==> config.mk <==
export PLATFORM = sky130hd
export DESIGN_NAME = rp_frontend_top
export DESIGN_NICKNAME = d
export VERILOG_FILES = /design/src/hdl/rp_regs_pkg.sv /design/src/hdl/rp_sample_pkg.sv /design/src/hdl/rp_adc_frontend.sv /design/src/hdl/rp_dac_backend.sv /design/src/hdl/rp_frontend_top.sv /design/src/hdl/rp_hk_regs.sv /design/src/hdl/rp_pdm.sv
export VERILOG_INCLUDE_DIRS = /design/src /design/src/hdl
export SDC_FILE = /design/constraint.sdc
export NUM_CORES = 1
export LEC_CHECK = 0
export BUFFER_PORTS_ARGS = -buffer_cell sky130_fd_sc_hd__buf_2
export CORE_MARGIN = 5
export CORE_UTILIZATION = 40
export CTS_CLUSTER_SIZE = 8
export DETAILED_ROUTE_END_ITERATION = 16
export HOLD_SLACK_MARGIN = 0.05
export PLACE_DENSITY = 0.61
export SLEW_MARGIN = 20
export SYNTH_ARGS = -nofsm -noshare
export SYNTH_HDL_FRONTEND = slang
export SYNTH_SLANG_ARGS = --single-unit
==> constraint.sdc <==
create_clock -name adc_clk -period 4 [get_ports adc_clk]
set_clock_uncertainty 0.15 [all_clocks]
set_input_delay 0.8 -clock adc_clk [delete_from_list [all_inputs] [get_ports adc_clk]]
set_output_delay 0.8 -clock adc_clk [all_outputs]
set_load 0.005 [all_outputs]
==> src/hdl/rp_config.svh <==
// Widths and address map of the analog front end
// All values are fixed at build time, nothing here is run-time configurable
// Register offsets are full SYS_AW wide byte addresses

`ifndef RP_CONFIG_SVH
`define RP_CONFIG_SVH

`define ADC_RAW_DW  16            // Raw ADC word, 2 LSBs reserved
`define SMP_DW      14            // Sample width on both paths
`define SYS_AW      16            // System bus address
`define SYS_DW      32            // System bus data
`define EXP_DW      8             // Expansion connector pins
`define PDM_N       4             // PDM channels
`define PDM_DW      8             // PDM level width
`define PDM_RNG     255           // Fixed PDM range

`define REG_ID      16'h0000      // Read only
`define REG_CTRL    16'h0004
`define REG_EXP_DIR 16'h0008
`define REG_EXP_OUT 16'h000C
`define REG_EXP_IN  16'h0010      // Read only
`define REG_PDM     16'h0020
`define BOARD_ID    32'h5250_0A01

`endif

==> src/hdl/rp_regs_pkg.sv <==
// Register word types of the housekeeping block
// The write word is decoded two ways through reg_word_u, so both views
// must stay exactly SYS_DW bits wide

`default_nettype none

`include "rp_config.svh"

package rp_regs_pkg;

  //////////////////////////////////////////////////
  // Bus words
  //////////////////////////////////////////////////

  typedef logic [`SYS_AW-1:0] sys_addr_t;   // Byte address
  typedef logic [`SYS_DW-1:0] sys_data_t;   // Read and write data

  //////////////////////////////////////////////////
  // Register views
  //////////////////////////////////////////////////

  // Control word, loopback in bit 0, LEDs above it
  typedef struct packed {
    logic [`SYS_DW-10:0] rsv;               // Reads as zero
    logic [7:0]          led;               // LED pins
    logic                digital_loop;      // DAC to ADC loopback
  } ctrl_fields_t;

  // Four PDM levels, channel 0 in the low byte
  typedef logic [`PDM_N-1:0][`PDM_DW-1:0] pdm_levels_t;

  // Same write word, seen by CTRL or by PDM
  typedef union packed {
    ctrl_fields_t ctrl;
    pdm_levels_t  pdm;
  } reg_word_u;

endpackage

`default_nettype wire

==> src/hdl/rp_sample_pkg.sv <==
// Sample stream types shared by the ADC and DAC paths
// Samples are two's complement; converter codes are negative-slope offset
// binary as seen on the converter pins

`default_nettype none

`include "rp_config.svh"

package rp_sample_pkg;

  //////////////////////////////////////////////////
  // Stream types
  //////////////////////////////////////////////////

  // Two's complement sample, ADC and DAC side alike
  typedef logic signed [`SMP_DW-1:0] smp_t;

  // DAC pin code, 0x1FFF is mid scale
  typedef logic [`SMP_DW-1:0] dac_code_t;

  // Raw ADC word
  // Upper SMP_DW bits carry the code, the rest is reserved
  typedef logic [`ADC_RAW_DW-1:0] adc_raw_t;

endpackage

`default_nettype wire

==> src/hdl/rp_adc_frontend.sv <==
// ADC input stage, one register per channel
// ADC words are expected on adc_clk, no IO timing stage in front of it
// Loopback samples are taken as is, they must already be saturated

`timescale 1ns/1ps
`default_nettype none

`include "rp_config.svh"

module rp_adc_frontend (
  input  wire                          adc_clk,
  input  wire                          rst_n_i,
  input  wire rp_sample_pkg::adc_raw_t adc_a_dat_i,    // Raw ADC A
  input  wire rp_sample_pkg::adc_raw_t adc_b_dat_i,    // Raw ADC B
  input  wire                          digital_loop_i, // Select DAC samples
  input  wire rp_sample_pkg::smp_t     loop_a_i,
  input  wire rp_sample_pkg::smp_t     loop_b_i,
  output rp_sample_pkg::smp_t          adc_a_o,
  output rp_sample_pkg::smp_t          adc_b_o
);

  import rp_sample_pkg::*;

  // Drop reserved LSBs, negative slope to two's complement
  function automatic smp_t adc_conv(input adc_raw_t raw);
    logic [`SMP_DW-1:0] code;
    code = raw[`ADC_RAW_DW-1 -: `SMP_DW];
    return {code[`SMP_DW-1], ~code[`SMP_DW-2:0]};  // MSB kept
  endfunction

  //////////////////////////////////////////////////
  // Sample registers
  //////////////////////////////////////////////////

  always_ff @(posedge adc_clk or negedge rst_n_i) begin
    if (!rst_n_i) begin
      adc_a_o <= '0;
      adc_b_o <= '0;
    end else begin
      adc_a_o <= digital_loop_i ? loop_a_i : adc_conv(adc_a_dat_i);
      adc_b_o <= digital_loop_i ? loop_b_i : adc_conv(adc_b_dat_i);
    end
  end

endmodule

`default_nettype wire

==> src/hdl/rp_dac_backend.sv <==
// DAC output stage, generator plus controller per channel
// Sums saturate at the 14-bit limits, no wrap around
// smp_*_o is combinational and feeds the ADC loopback
// dac_*_o is one cycle behind the gen/ctl inputs

`timescale 1ns/1ps
`default_nettype none

`include "rp_config.svh"

module rp_dac_backend (
  input  wire                       adc_clk,
  input  wire                       rst_n_i,
  input  wire rp_sample_pkg::smp_t  gen_a_i,   // Generator A
  input  wire rp_sample_pkg::smp_t  gen_b_i,   // Generator B
  input  wire rp_sample_pkg::smp_t  ctl_a_i,   // Controller A
  input  wire rp_sample_pkg::smp_t  ctl_b_i,   // Controller B
  output rp_sample_pkg::smp_t       smp_a_o,   // Saturated sum A
  output rp_sample_pkg::smp_t       smp_b_o,   // Saturated sum B
  output rp_sample_pkg::dac_code_t  dac_a_o,
  output rp_sample_pkg::dac_code_t  dac_b_o
);

  import rp_sample_pkg::*;

  // Pin code of a zero sample
  localparam dac_code_t DAC_ZERO = {1'b0, {(`SMP_DW-1){1'b1}}};

  // Add at SMP_DW+1 bits, clip on overflow
  function automatic smp_t sat_add(input smp_t a, input smp_t b);
    logic signed [`SMP_DW:0] sum;
    sum = a + b;                                    // Sign extended
    if (sum[`SMP_DW] != sum[`SMP_DW-1])
      return {sum[`SMP_DW], {(`SMP_DW-1){~sum[`SMP_DW]}}};
    return sum[`SMP_DW-1:0];
  endfunction

  // Two's complement to negative slope offset code
  function automatic dac_code_t dac_code(input smp_t s);
    return {s[`SMP_DW-1], ~s[`SMP_DW-2:0]};
  endfunction

  assign smp_a_o = sat_add(gen_a_i, ctl_a_i);
  assign smp_b_o = sat_add(gen_b_i, ctl_b_i);

  //////////////////////////////////////////////////
  // Output registers
  //////////////////////////////////////////////////

  always_ff @(posedge adc_clk or negedge rst_n_i) begin
    if (!rst_n_i) begin
      dac_a_o <= DAC_ZERO;             // Mid scale
      dac_b_o <= DAC_ZERO;
    end else begin
      dac_a_o <= dac_code(smp_a_o);
      dac_b_o <= dac_code(smp_b_o);
    end
  end

endmodule

`default_nettype wire

==> src/hdl/rp_frontend_top.sv <==
// Analog front end top, single adc_clk domain
// Converter pins are plain registered ports, no IO primitives
// Generator and controller streams come from outside, one sample per cycle

`timescale 1ns/1ps
`default_nettype none

`include "rp_config.svh"

module rp_frontend_top (
  input  wire                          adc_clk,
  input  wire                          rst_n_i,
  // ADC
  input  wire rp_sample_pkg::adc_raw_t adc_a_dat_i,
  input  wire rp_sample_pkg::adc_raw_t adc_b_dat_i,
  output rp_sample_pkg::smp_t          adc_a_o,
  output rp_sample_pkg::smp_t          adc_b_o,
  // Generator and controller streams
  input  wire rp_sample_pkg::smp_t     gen_a_i,
  input  wire rp_sample_pkg::smp_t     gen_b_i,
  input  wire rp_sample_pkg::smp_t     ctl_a_i,
  input  wire rp_sample_pkg::smp_t     ctl_b_i,
  // DAC
  output rp_sample_pkg::dac_code_t     dac_a_o,
  output rp_sample_pkg::dac_code_t     dac_b_o,
  // System bus
  input  wire rp_regs_pkg::sys_addr_t  sys_addr_i,
  input  wire rp_regs_pkg::sys_data_t  sys_wdata_i,
  input  wire                          sys_wen_i,
  input  wire                          sys_ren_i,
  output rp_regs_pkg::sys_data_t       sys_rdata_o,
  output wire                          sys_ack_o,
  output wire                          sys_err_o,
  // Board IO
  output wire [7:0]                    led_o,
  input  wire [`EXP_DW-1:0]            exp_dat_i,
  output wire [`EXP_DW-1:0]            exp_dat_o,
  output wire [`EXP_DW-1:0]            exp_dir_o,
  output wire [`PDM_N-1:0]             pdm_o
);

  import rp_sample_pkg::*;
  import rp_regs_pkg::*;

  logic        digital_loop;           // HK to ADC mux
  pdm_levels_t pdm_cfg;
  smp_t        dac_smp_a;              // Saturated sums, loopback source
  smp_t        dac_smp_b;

  //////////////////////////////////////////////////
  // Sample paths
  //////////////////////////////////////////////////

  rp_adc_frontend u_adc (
    .adc_clk        (adc_clk),
    .rst_n_i        (rst_n_i),
    .adc_a_dat_i    (adc_a_dat_i),
    .adc_b_dat_i    (adc_b_dat_i),
    .digital_loop_i (digital_loop),
    .loop_a_i       (dac_smp_a),
    .loop_b_i       (dac_smp_b),
    .adc_a_o        (adc_a_o),
    .adc_b_o        (adc_b_o)
  );

  rp_dac_backend u_dac (
    .adc_clk (adc_clk),
    .rst_n_i (rst_n_i),
    .gen_a_i (gen_a_i),
    .gen_b_i (gen_b_i),
    .ctl_a_i (ctl_a_i),
    .ctl_b_i (ctl_b_i),
    .smp_a_o (dac_smp_a),
    .smp_b_o (dac_smp_b),
    .dac_a_o (dac_a_o),
    .dac_b_o (dac_b_o)
  );

  //////////////////////////////////////////////////
  // Housekeeping and PDM
  //////////////////////////////////////////////////

  rp_hk_regs u_hk (
    .adc_clk        (adc_clk),
    .rst_n_i        (rst_n_i),
    .sys_addr_i     (sys_addr_i),
    .sys_wdata_i    (sys_wdata_i),
    .sys_wen_i      (sys_wen_i),
    .sys_ren_i      (sys_ren_i),
    .sys_rdata_o    (sys_rdata_o),
    .sys_ack_o      (sys_ack_o),
    .sys_err_o      (sys_err_o),
    .digital_loop_o (digital_loop),
    .led_o          (led_o),
    .exp_dir_o      (exp_dir_o),
    .exp_dat_o      (exp_dat_o),
    .exp_dat_i      (exp_dat_i),
    .pdm_cfg_o      (pdm_cfg)
  );

  rp_pdm u_pdm (
    .adc_clk (adc_clk),
    .rst_n_i (rst_n_i),
    .cfg_i   (pdm_cfg),
    .pdm_o   (pdm_o)
  );

endmodule

`default_nettype wire

==> src/hdl/rp_hk_regs.sv <==
// Housekeeping registers on the system bus
// Every wen/ren strobe is acked exactly one cycle later
// Unmapped addresses ack with err and zero read data
// Writes to ID and EXP_IN are dropped silently
// exp_dat_i is asynchronous, two flops before it is readable

`timescale 1ns/1ps
`default_nettype none

`include "rp_config.svh"

module rp_hk_regs (
  input  wire                          adc_clk,
  input  wire                          rst_n_i,
  // System bus
  input  wire rp_regs_pkg::sys_addr_t  sys_addr_i,
  input  wire rp_regs_pkg::sys_data_t  sys_wdata_i,
  input  wire                          sys_wen_i,      // Single cycle
  input  wire                          sys_ren_i,      // Single cycle
  output rp_regs_pkg::sys_data_t       sys_rdata_o,
  output logic                         sys_ack_o,
  output logic                         sys_err_o,
  // Configuration out
  output logic                         digital_loop_o,
  output logic [7:0]                   led_o,
  output logic [`EXP_DW-1:0]           exp_dir_o,      // 1 drives the pin
  output logic [`EXP_DW-1:0]           exp_dat_o,
  input  wire  [`EXP_DW-1:0]           exp_dat_i,
  output rp_regs_pkg::pdm_levels_t     pdm_cfg_o
);

  import rp_regs_pkg::*;

  reg_word_u          wr_word;       // Write data, two views
  ctrl_fields_t       rd_ctrl;       // CTRL readback
  sys_data_t          rdata_nxt;
  logic               addr_hit;
  logic [`EXP_DW-1:0] exp_meta_q;    // First sync stage
  logic [`EXP_DW-1:0] exp_sync_q;

  assign wr_word = reg_word_u'(sys_wdata_i);

  //////////////////////////////////////////////////
  // Address decode and read mux
  //////////////////////////////////////////////////

  always_comb begin
    rd_ctrl              = '0;
    rd_ctrl.led          = led_o;
    rd_ctrl.digital_loop = digital_loop_o;
  end

  always_comb begin
    addr_hit  = 1'b1;
    rdata_nxt = '0;
    case (sys_addr_i)
      `REG_ID:      rdata_nxt = `BOARD_ID;
      `REG_CTRL:    rdata_nxt = rd_ctrl;
      `REG_EXP_DIR: rdata_nxt = {{(`SYS_DW-`EXP_DW){1'b0}}, exp_dir_o};
      `REG_EXP_OUT: rdata_nxt = {{(`SYS_DW-`EXP_DW){1'b0}}, exp_dat_o};
      `REG_EXP_IN:  rdata_nxt = {{(`SYS_DW-`EXP_DW){1'b0}}, exp_sync_q};
      `REG_PDM:     rdata_nxt = pdm_cfg_o;
      default:      addr_hit  = 1'b0;   // Hole in the map
    endcase
  end

  //////////////////////////////////////////////////
  // Registers and bus response
  //////////////////////////////////////////////////

  always_ff @(posedge adc_clk or negedge rst_n_i) begin
    if (!rst_n_i) begin
      sys_ack_o      <= 1'b0;
      sys_err_o      <= 1'b0;
      digital_loop_o <= 1'b0;
      led_o          <= '0;
      exp_dir_o      <= '0;       // All pins input
      exp_dat_o      <= '0;
      pdm_cfg_o      <= '0;
      exp_meta_q     <= '0;
      exp_sync_q     <= '0;
    end else begin
      exp_meta_q <= exp_dat_i;
      exp_sync_q <= exp_meta_q;
      sys_ack_o  <= sys_wen_i | sys_ren_i;
      sys_err_o  <= (sys_wen_i | sys_ren_i) & ~addr_hit;
      if (sys_wen_i) begin
        case (sys_addr_i)
          `REG_CTRL: begin
            digital_loop_o <= wr_word.ctrl.digital_loop;
            led_o          <= wr_word.ctrl.led;
          end
          `REG_EXP_DIR: exp_dir_o <= sys_wdata_i[`EXP_DW-1:0];
          `REG_EXP_OUT: exp_dat_o <= sys_wdata_i[`EXP_DW-1:0];
          `REG_PDM:     pdm_cfg_o <= wr_word.pdm;
          default: ;                // Read only or unmapped
        endcase
      end
    end
  end

  // Read data, only looked at with a read ack
  always_ff @(posedge adc_clk) begin
    if (sys_ren_i)
      sys_rdata_o <= rdata_nxt;
  end

endmodule

`default_nettype wire

==> src/hdl/rp_pdm.sv <==
// First order PDM modulators, one per channel
// Range is fixed to PDM_RNG, a level of PDM_RNG gives a constant 1
// Density settles within PDM_RNG cycles of a level change

`timescale 1ns/1ps
`default_nettype none

`include "rp_config.svh"

module rp_pdm (
  input  wire                              adc_clk,
  input  wire                              rst_n_i,
  input  wire rp_regs_pkg::pdm_levels_t    cfg_i,   // Levels, ch 0 low byte
  output wire logic [`PDM_N-1:0]           pdm_o    // 1-bit outputs
);

  // One spare bit holds acc + level before the subtract
  localparam int unsigned ACC_W = `PDM_DW + 1;
  localparam logic [ACC_W-1:0] RNG = ACC_W'(`PDM_RNG);

  //////////////////////////////////////////////////
  // Modulators
  //////////////////////////////////////////////////

  for (genvar ch = 0; ch < `PDM_N; ch++) begin : g_ch
    logic [ACC_W-1:0] acc_q;      // Stays below RNG
    logic [ACC_W-1:0] sum;
    logic             bit_q;

    assign sum = acc_q + ACC_W'(cfg_i[ch]);

    always_ff @(posedge adc_clk or negedge rst_n_i) begin
      if (!rst_n_i) begin
        acc_q <= '0;
        bit_q <= 1'b0;
      end else if (sum >= RNG) begin
        acc_q <= sum - RNG;       // Carry out, emit a one
        bit_q <= 1'b1;
      end else begin
        acc_q <= sum;
        bit_q <= 1'b0;
      end
    end

    assign pdm_o[ch] = bit_q;
  end

endmodule

`default_nettype wire

==> flow_summary.yaml <==
run_status:
  status: "finished clean"
power:
  pwr-share-seq_pct: 43.2
  power.internal_mw: 3.94
  p_switching_mw: 1.36
  p_comb_share_pct: 14.5
  p_sw_share_pct: 25.6
  power_leakage_nw: 7.02
  p_clk_share_pct: 42.3
  power_density_mw_per_mm2: 375
  vdd_drop_max_mv: 0.284
drt:
  drc: 0
  drt_iter0_drc: 355
  viasPerCell: 5.21
  ant_nets: 0
  wirelength_um: 28600
  wl_per_cell_um: 17.1
  vias: 8683
  dr.pass1.iters: 5
setup_path:
  r2r_setup_slack_ns: 0.42
  crit_buf_inv: 0
  rr_endpoint: "u_pdm.g_ch[2].acc_q[1]"
  crit_slowest_cell: "fa_1"
  required_ns: 4.28
  crit_chain: "ha_1 -> fa_1 -> a211oi_1 -> o21bai_1 -> a21oi_1 -> xnor2_1 -> nand2b_1 -> nor2_1 -> ha_1 -> nor2b_1 -> mux2_2 -> o31ai_4 -> mux2_1"
  critical_path_class: "register to register"
  r2r_start: "u_hk.pdm_cfg_o[16]"
  cp-start-kind: "register"
  arrival_ns: 3.86
  end_kind: "register"
  crit_fanout: 8
  crit_family: "compound AO/OA/AOI/OAI gates"
  max_stage_delay_ns: 0.46
  path_common_cell: "ha_1"
  r2r_cells: 13
clock_tree:
  clock_sinks: 203
  cts.repair.resized: 0
  clk-insertion-delay-late_ns: 0.54
  root_buffer: "clkbuf_16"
  cts_tree: "yes"
  h-tree-depth: 1
  cts_made_buffers: 29
  post_cts_buffers: 0
  cts_hold_buf: 0
  max-clock-path-buffers: 3
  cts.clk_slew.worst_paths_ns: 0.05
place:
  hpwl_um: 21300
  gp_congestion: 0.824
  port-buffer-count: 261
yosys:
  synth_area_leaders: "dfrtp_1, edfxtp_1, ha_1"
  synth.cell_area_mm2: 0.0116
  synth_edf_count: 32
  synth-seq-cells: 203
  async_flop_share_pct: 84.2
  synthDistinctLibCells: 89
  synthesis.nets: 1221
  yosysTopAreaCell: "dfrtp_1"
  synth-main-ff-cell: "dfrtp_1"
  synthCells: 999
  ys_seq_area_share_pct: 45.5
  syn_area_per_cell_um2: 11.6
  ys_warn_count: 0
  synth_top_area_share_pct: 31.3
global_route:
  track_usage_pct: 17.1
  globalRouteOverflowTotal: 0
  grt_max_degree: 85
  grt_pass1_vias: 8821
  antenna_found_initial: 3
  grt_pass1_wl_um: 46500
sta:
  tightest_slew_ns: 0.848
  finalCriticalPeriod_ns: 3.58
  rsz0062_at_grt: "false"
  drv_slew: 0
  setup_viol: 0
  hold_viol: 0
  fmax_mhz: 279
  relSlewSlack_pct: 43.5
  finalCritPeriodShare_pct: 89.6
  tns_ns: 0
cells_and_area:
  area_growth_pct: 21.9
  drive_gt1_share_pct: 34.0
  utilization_pct: 49.4
  final_nets: 1490
  n_antenna_cell: 0
hold_path:
  hold_class: "primary input to async pin"
job:
  maxCapViolCount: 0
floorplanning:
  dieWidth_um: 180
  fp.coreArea_mm2: 0.0286
  die_area_mm2: 0.0325
  num_rows: 62
  die_y_um: 180
  io_pins: 266
  start_util_pct: 40.5
[logic make-up (layout without fill, tap and decap cells)]
group | count (synthesis) | in the layout | synth area share (%)
fa+ha+maj | 78 | 78 | 8.74
simple gates | 260 | 260 | 13.0
buf+inv | 53 | 338 | 2.41
mux | 106 | 106 | 11.1
xor+xnor | 56 | 56 | 4.23
compound gates | 243 | 243 | 15.0
flops | 203 | 203 | 45.5
[metal layers]
metal  vias up  routed length, um  GRT usage, %  share of wire [%]
met2       240              13300          28.7                 46
met5         -                 47             0               0.16
met1      4152              12700          22.5                 44
met4         6                559          3.63                2.0
met3        43               2020          4.42                7.1
li1       4242                  -             -                  -
[Yosys cell counts (14+ instances only)]
cell type / number
a21o_1: 42
a21oi_1: 42
a31oi_1: 19
and2_1: 33
buf_2: 16
dfrtp_1: 145
dfstp_2: 26
edfxtp_1: 32
ha_1: 68
inv_1: 14
mux2_2: 37
mux2_4: 31
mux2i_1: 25
nand2_1: 44
nand3_1: 22
nor2_1: 41
nor2b_1: 22
nor3_1: 14
o21ai_0: 43
xnor2_1: 30
xor2_1: 26
[state kept, by name, indices dropped and copies added, names as in the netlist, 14 cells and up]
signal	flops
u_adc.adc_a_o	14
u_hk.sys_rdata_o	32
u_dac.dac_b_o	14
u_hk.pdm_cfg_o	32
u_dac.dac_a_o	14
u_pdm.g_ch.acc_q	36
u_adc.adc_b_o	14
[power groups by stage]
stage	sequential [mW]	combinational, mW	clock, mW
finish	2.29	0.770	2.24
floorplan	2.34	0.419	0
global route	2.30	0.858	2.41
detailed placement	2.32	0.778	0
global placement	2.32	0.768	0
CTS	2.29	0.782	2.32
[cells in the final DEF, fill, tap and decap left out, types with 4 or more instances in the layout]
| cell | Yosys | final |
|---|---|---|
| mux2i_1 | 25 | 25 |
| clkbuf_1 | 11 | 15 |
| nand4_1 | 9 | 9 |
| a211oi_1 | 9 | 9 |
| nand3b_1 | 8 | 8 |
| o21ai_0 | 43 | 43 |
| mux2_4 | 31 | 31 |
| a21o_1 | 42 | 42 |
| nor2_1 | 41 | 41 |
| a221oi_1 | 6 | 6 |
| a222oi_1 | 7 | 7 |
| fa_1 | 6 | 6 |
| mux2_2 | 37 | 37 |
| and3_1 | 11 | 11 |
| nor2b_1 | 22 | 22 |
| xor2_1 | 26 | 26 |
| dfstp_2 | 26 | 26 |
| o211ai_1 | 4 | 4 |
| inv_1 | 14 | 14 |
| o21bai_1 | 11 | 10 |
| nand2b_1 | 11 | 11 |
| mux2_1 | 12 | 12 |
| nand2_1 | 44 | 44 |
| buf_2 | 16 | 260 |
| o21a_1 | 4 | 4 |
| nand3_1 | 22 | 22 |
| a21oi_1 | 42 | 42 |
| and2_1 | 33 | 33 |
| xnor2_1 | 30 | 30 |
| o2bb2ai_1 | 9 | 9 |
| buf_4 | 8 | 14 |
| nor3_1 | 14 | 14 |
| or3_1 | 7 | 7 |
| a31oi_1 | 19 | 19 |
| edfxtp_1 | 32 | 32 |
| a21boi_0 | 9 | 9 |
| ha_1 | 68 | 68 |
| clkbuf_16 | 0 | 29 |
| dfrtp_1 | 145 | 144 |
| nor3b_1 | 9 | 9 |
[metrics by stage]
step	hold WS (ns)	power [mW]	worst slack [ns]	area, um2	std cells
finish	0.181	5.30	0.417	14100	1668
global route	0.186	5.57	0.0977	14100	1668
CTS	0.180	5.39	0.404	14100	1668
detailed placement	0.191	3.10	0.410	13300	1621
global placement	0.182	3.09	0.472	13300	1621
floorplan	0.181	2.76	0.732	11600	999
[cell type report]
class / count / area [um2]
fillers: 2622 / 14500
clock inverters: 2 / 25.0
flip-flops and latches: 203 / 5270
well taps: 384 / 480
clock buffers: 45 / 796
multi-input cells: 743 / 6040
inverters: 14 / 52.6
repair buffers: 277 / 1460
[how the worst max path moves through the flow]
| stage | start | endpoint | slack (ns) | cells past startpoint |
|---|---|---|---|---|
| 5_1_grt | u_hk.pdm_cfg_o[0] | u_pdm.g_ch[0].acc_q[1] | 0.1 | 13 |
| 3_5_place_dp | gen_a_i[0] | u_adc.adc_a_o[6] | 0.41 | 11 |
| 2_1_floorplan | u_hk.pdm_cfg_o[24] | u_pdm.g_ch[3].acc_q[1] | 0.73 | 12 |
| 6_report | u_hk.pdm_cfg_o[16] | u_pdm.g_ch[2].acc_q[1] | 0.42 | 13 |
| 4_1_cts | u_hk.pdm_cfg_o[8] | u_pdm.g_ch[1].acc_q[1] | 0.40 | 13 |
| 3_3_place_gp | u_hk.pdm_cfg_o[8] | u_pdm.g_ch[1].acc_q[1] | 0.47 | 13 |
Power figures use the tool's default switching activity.
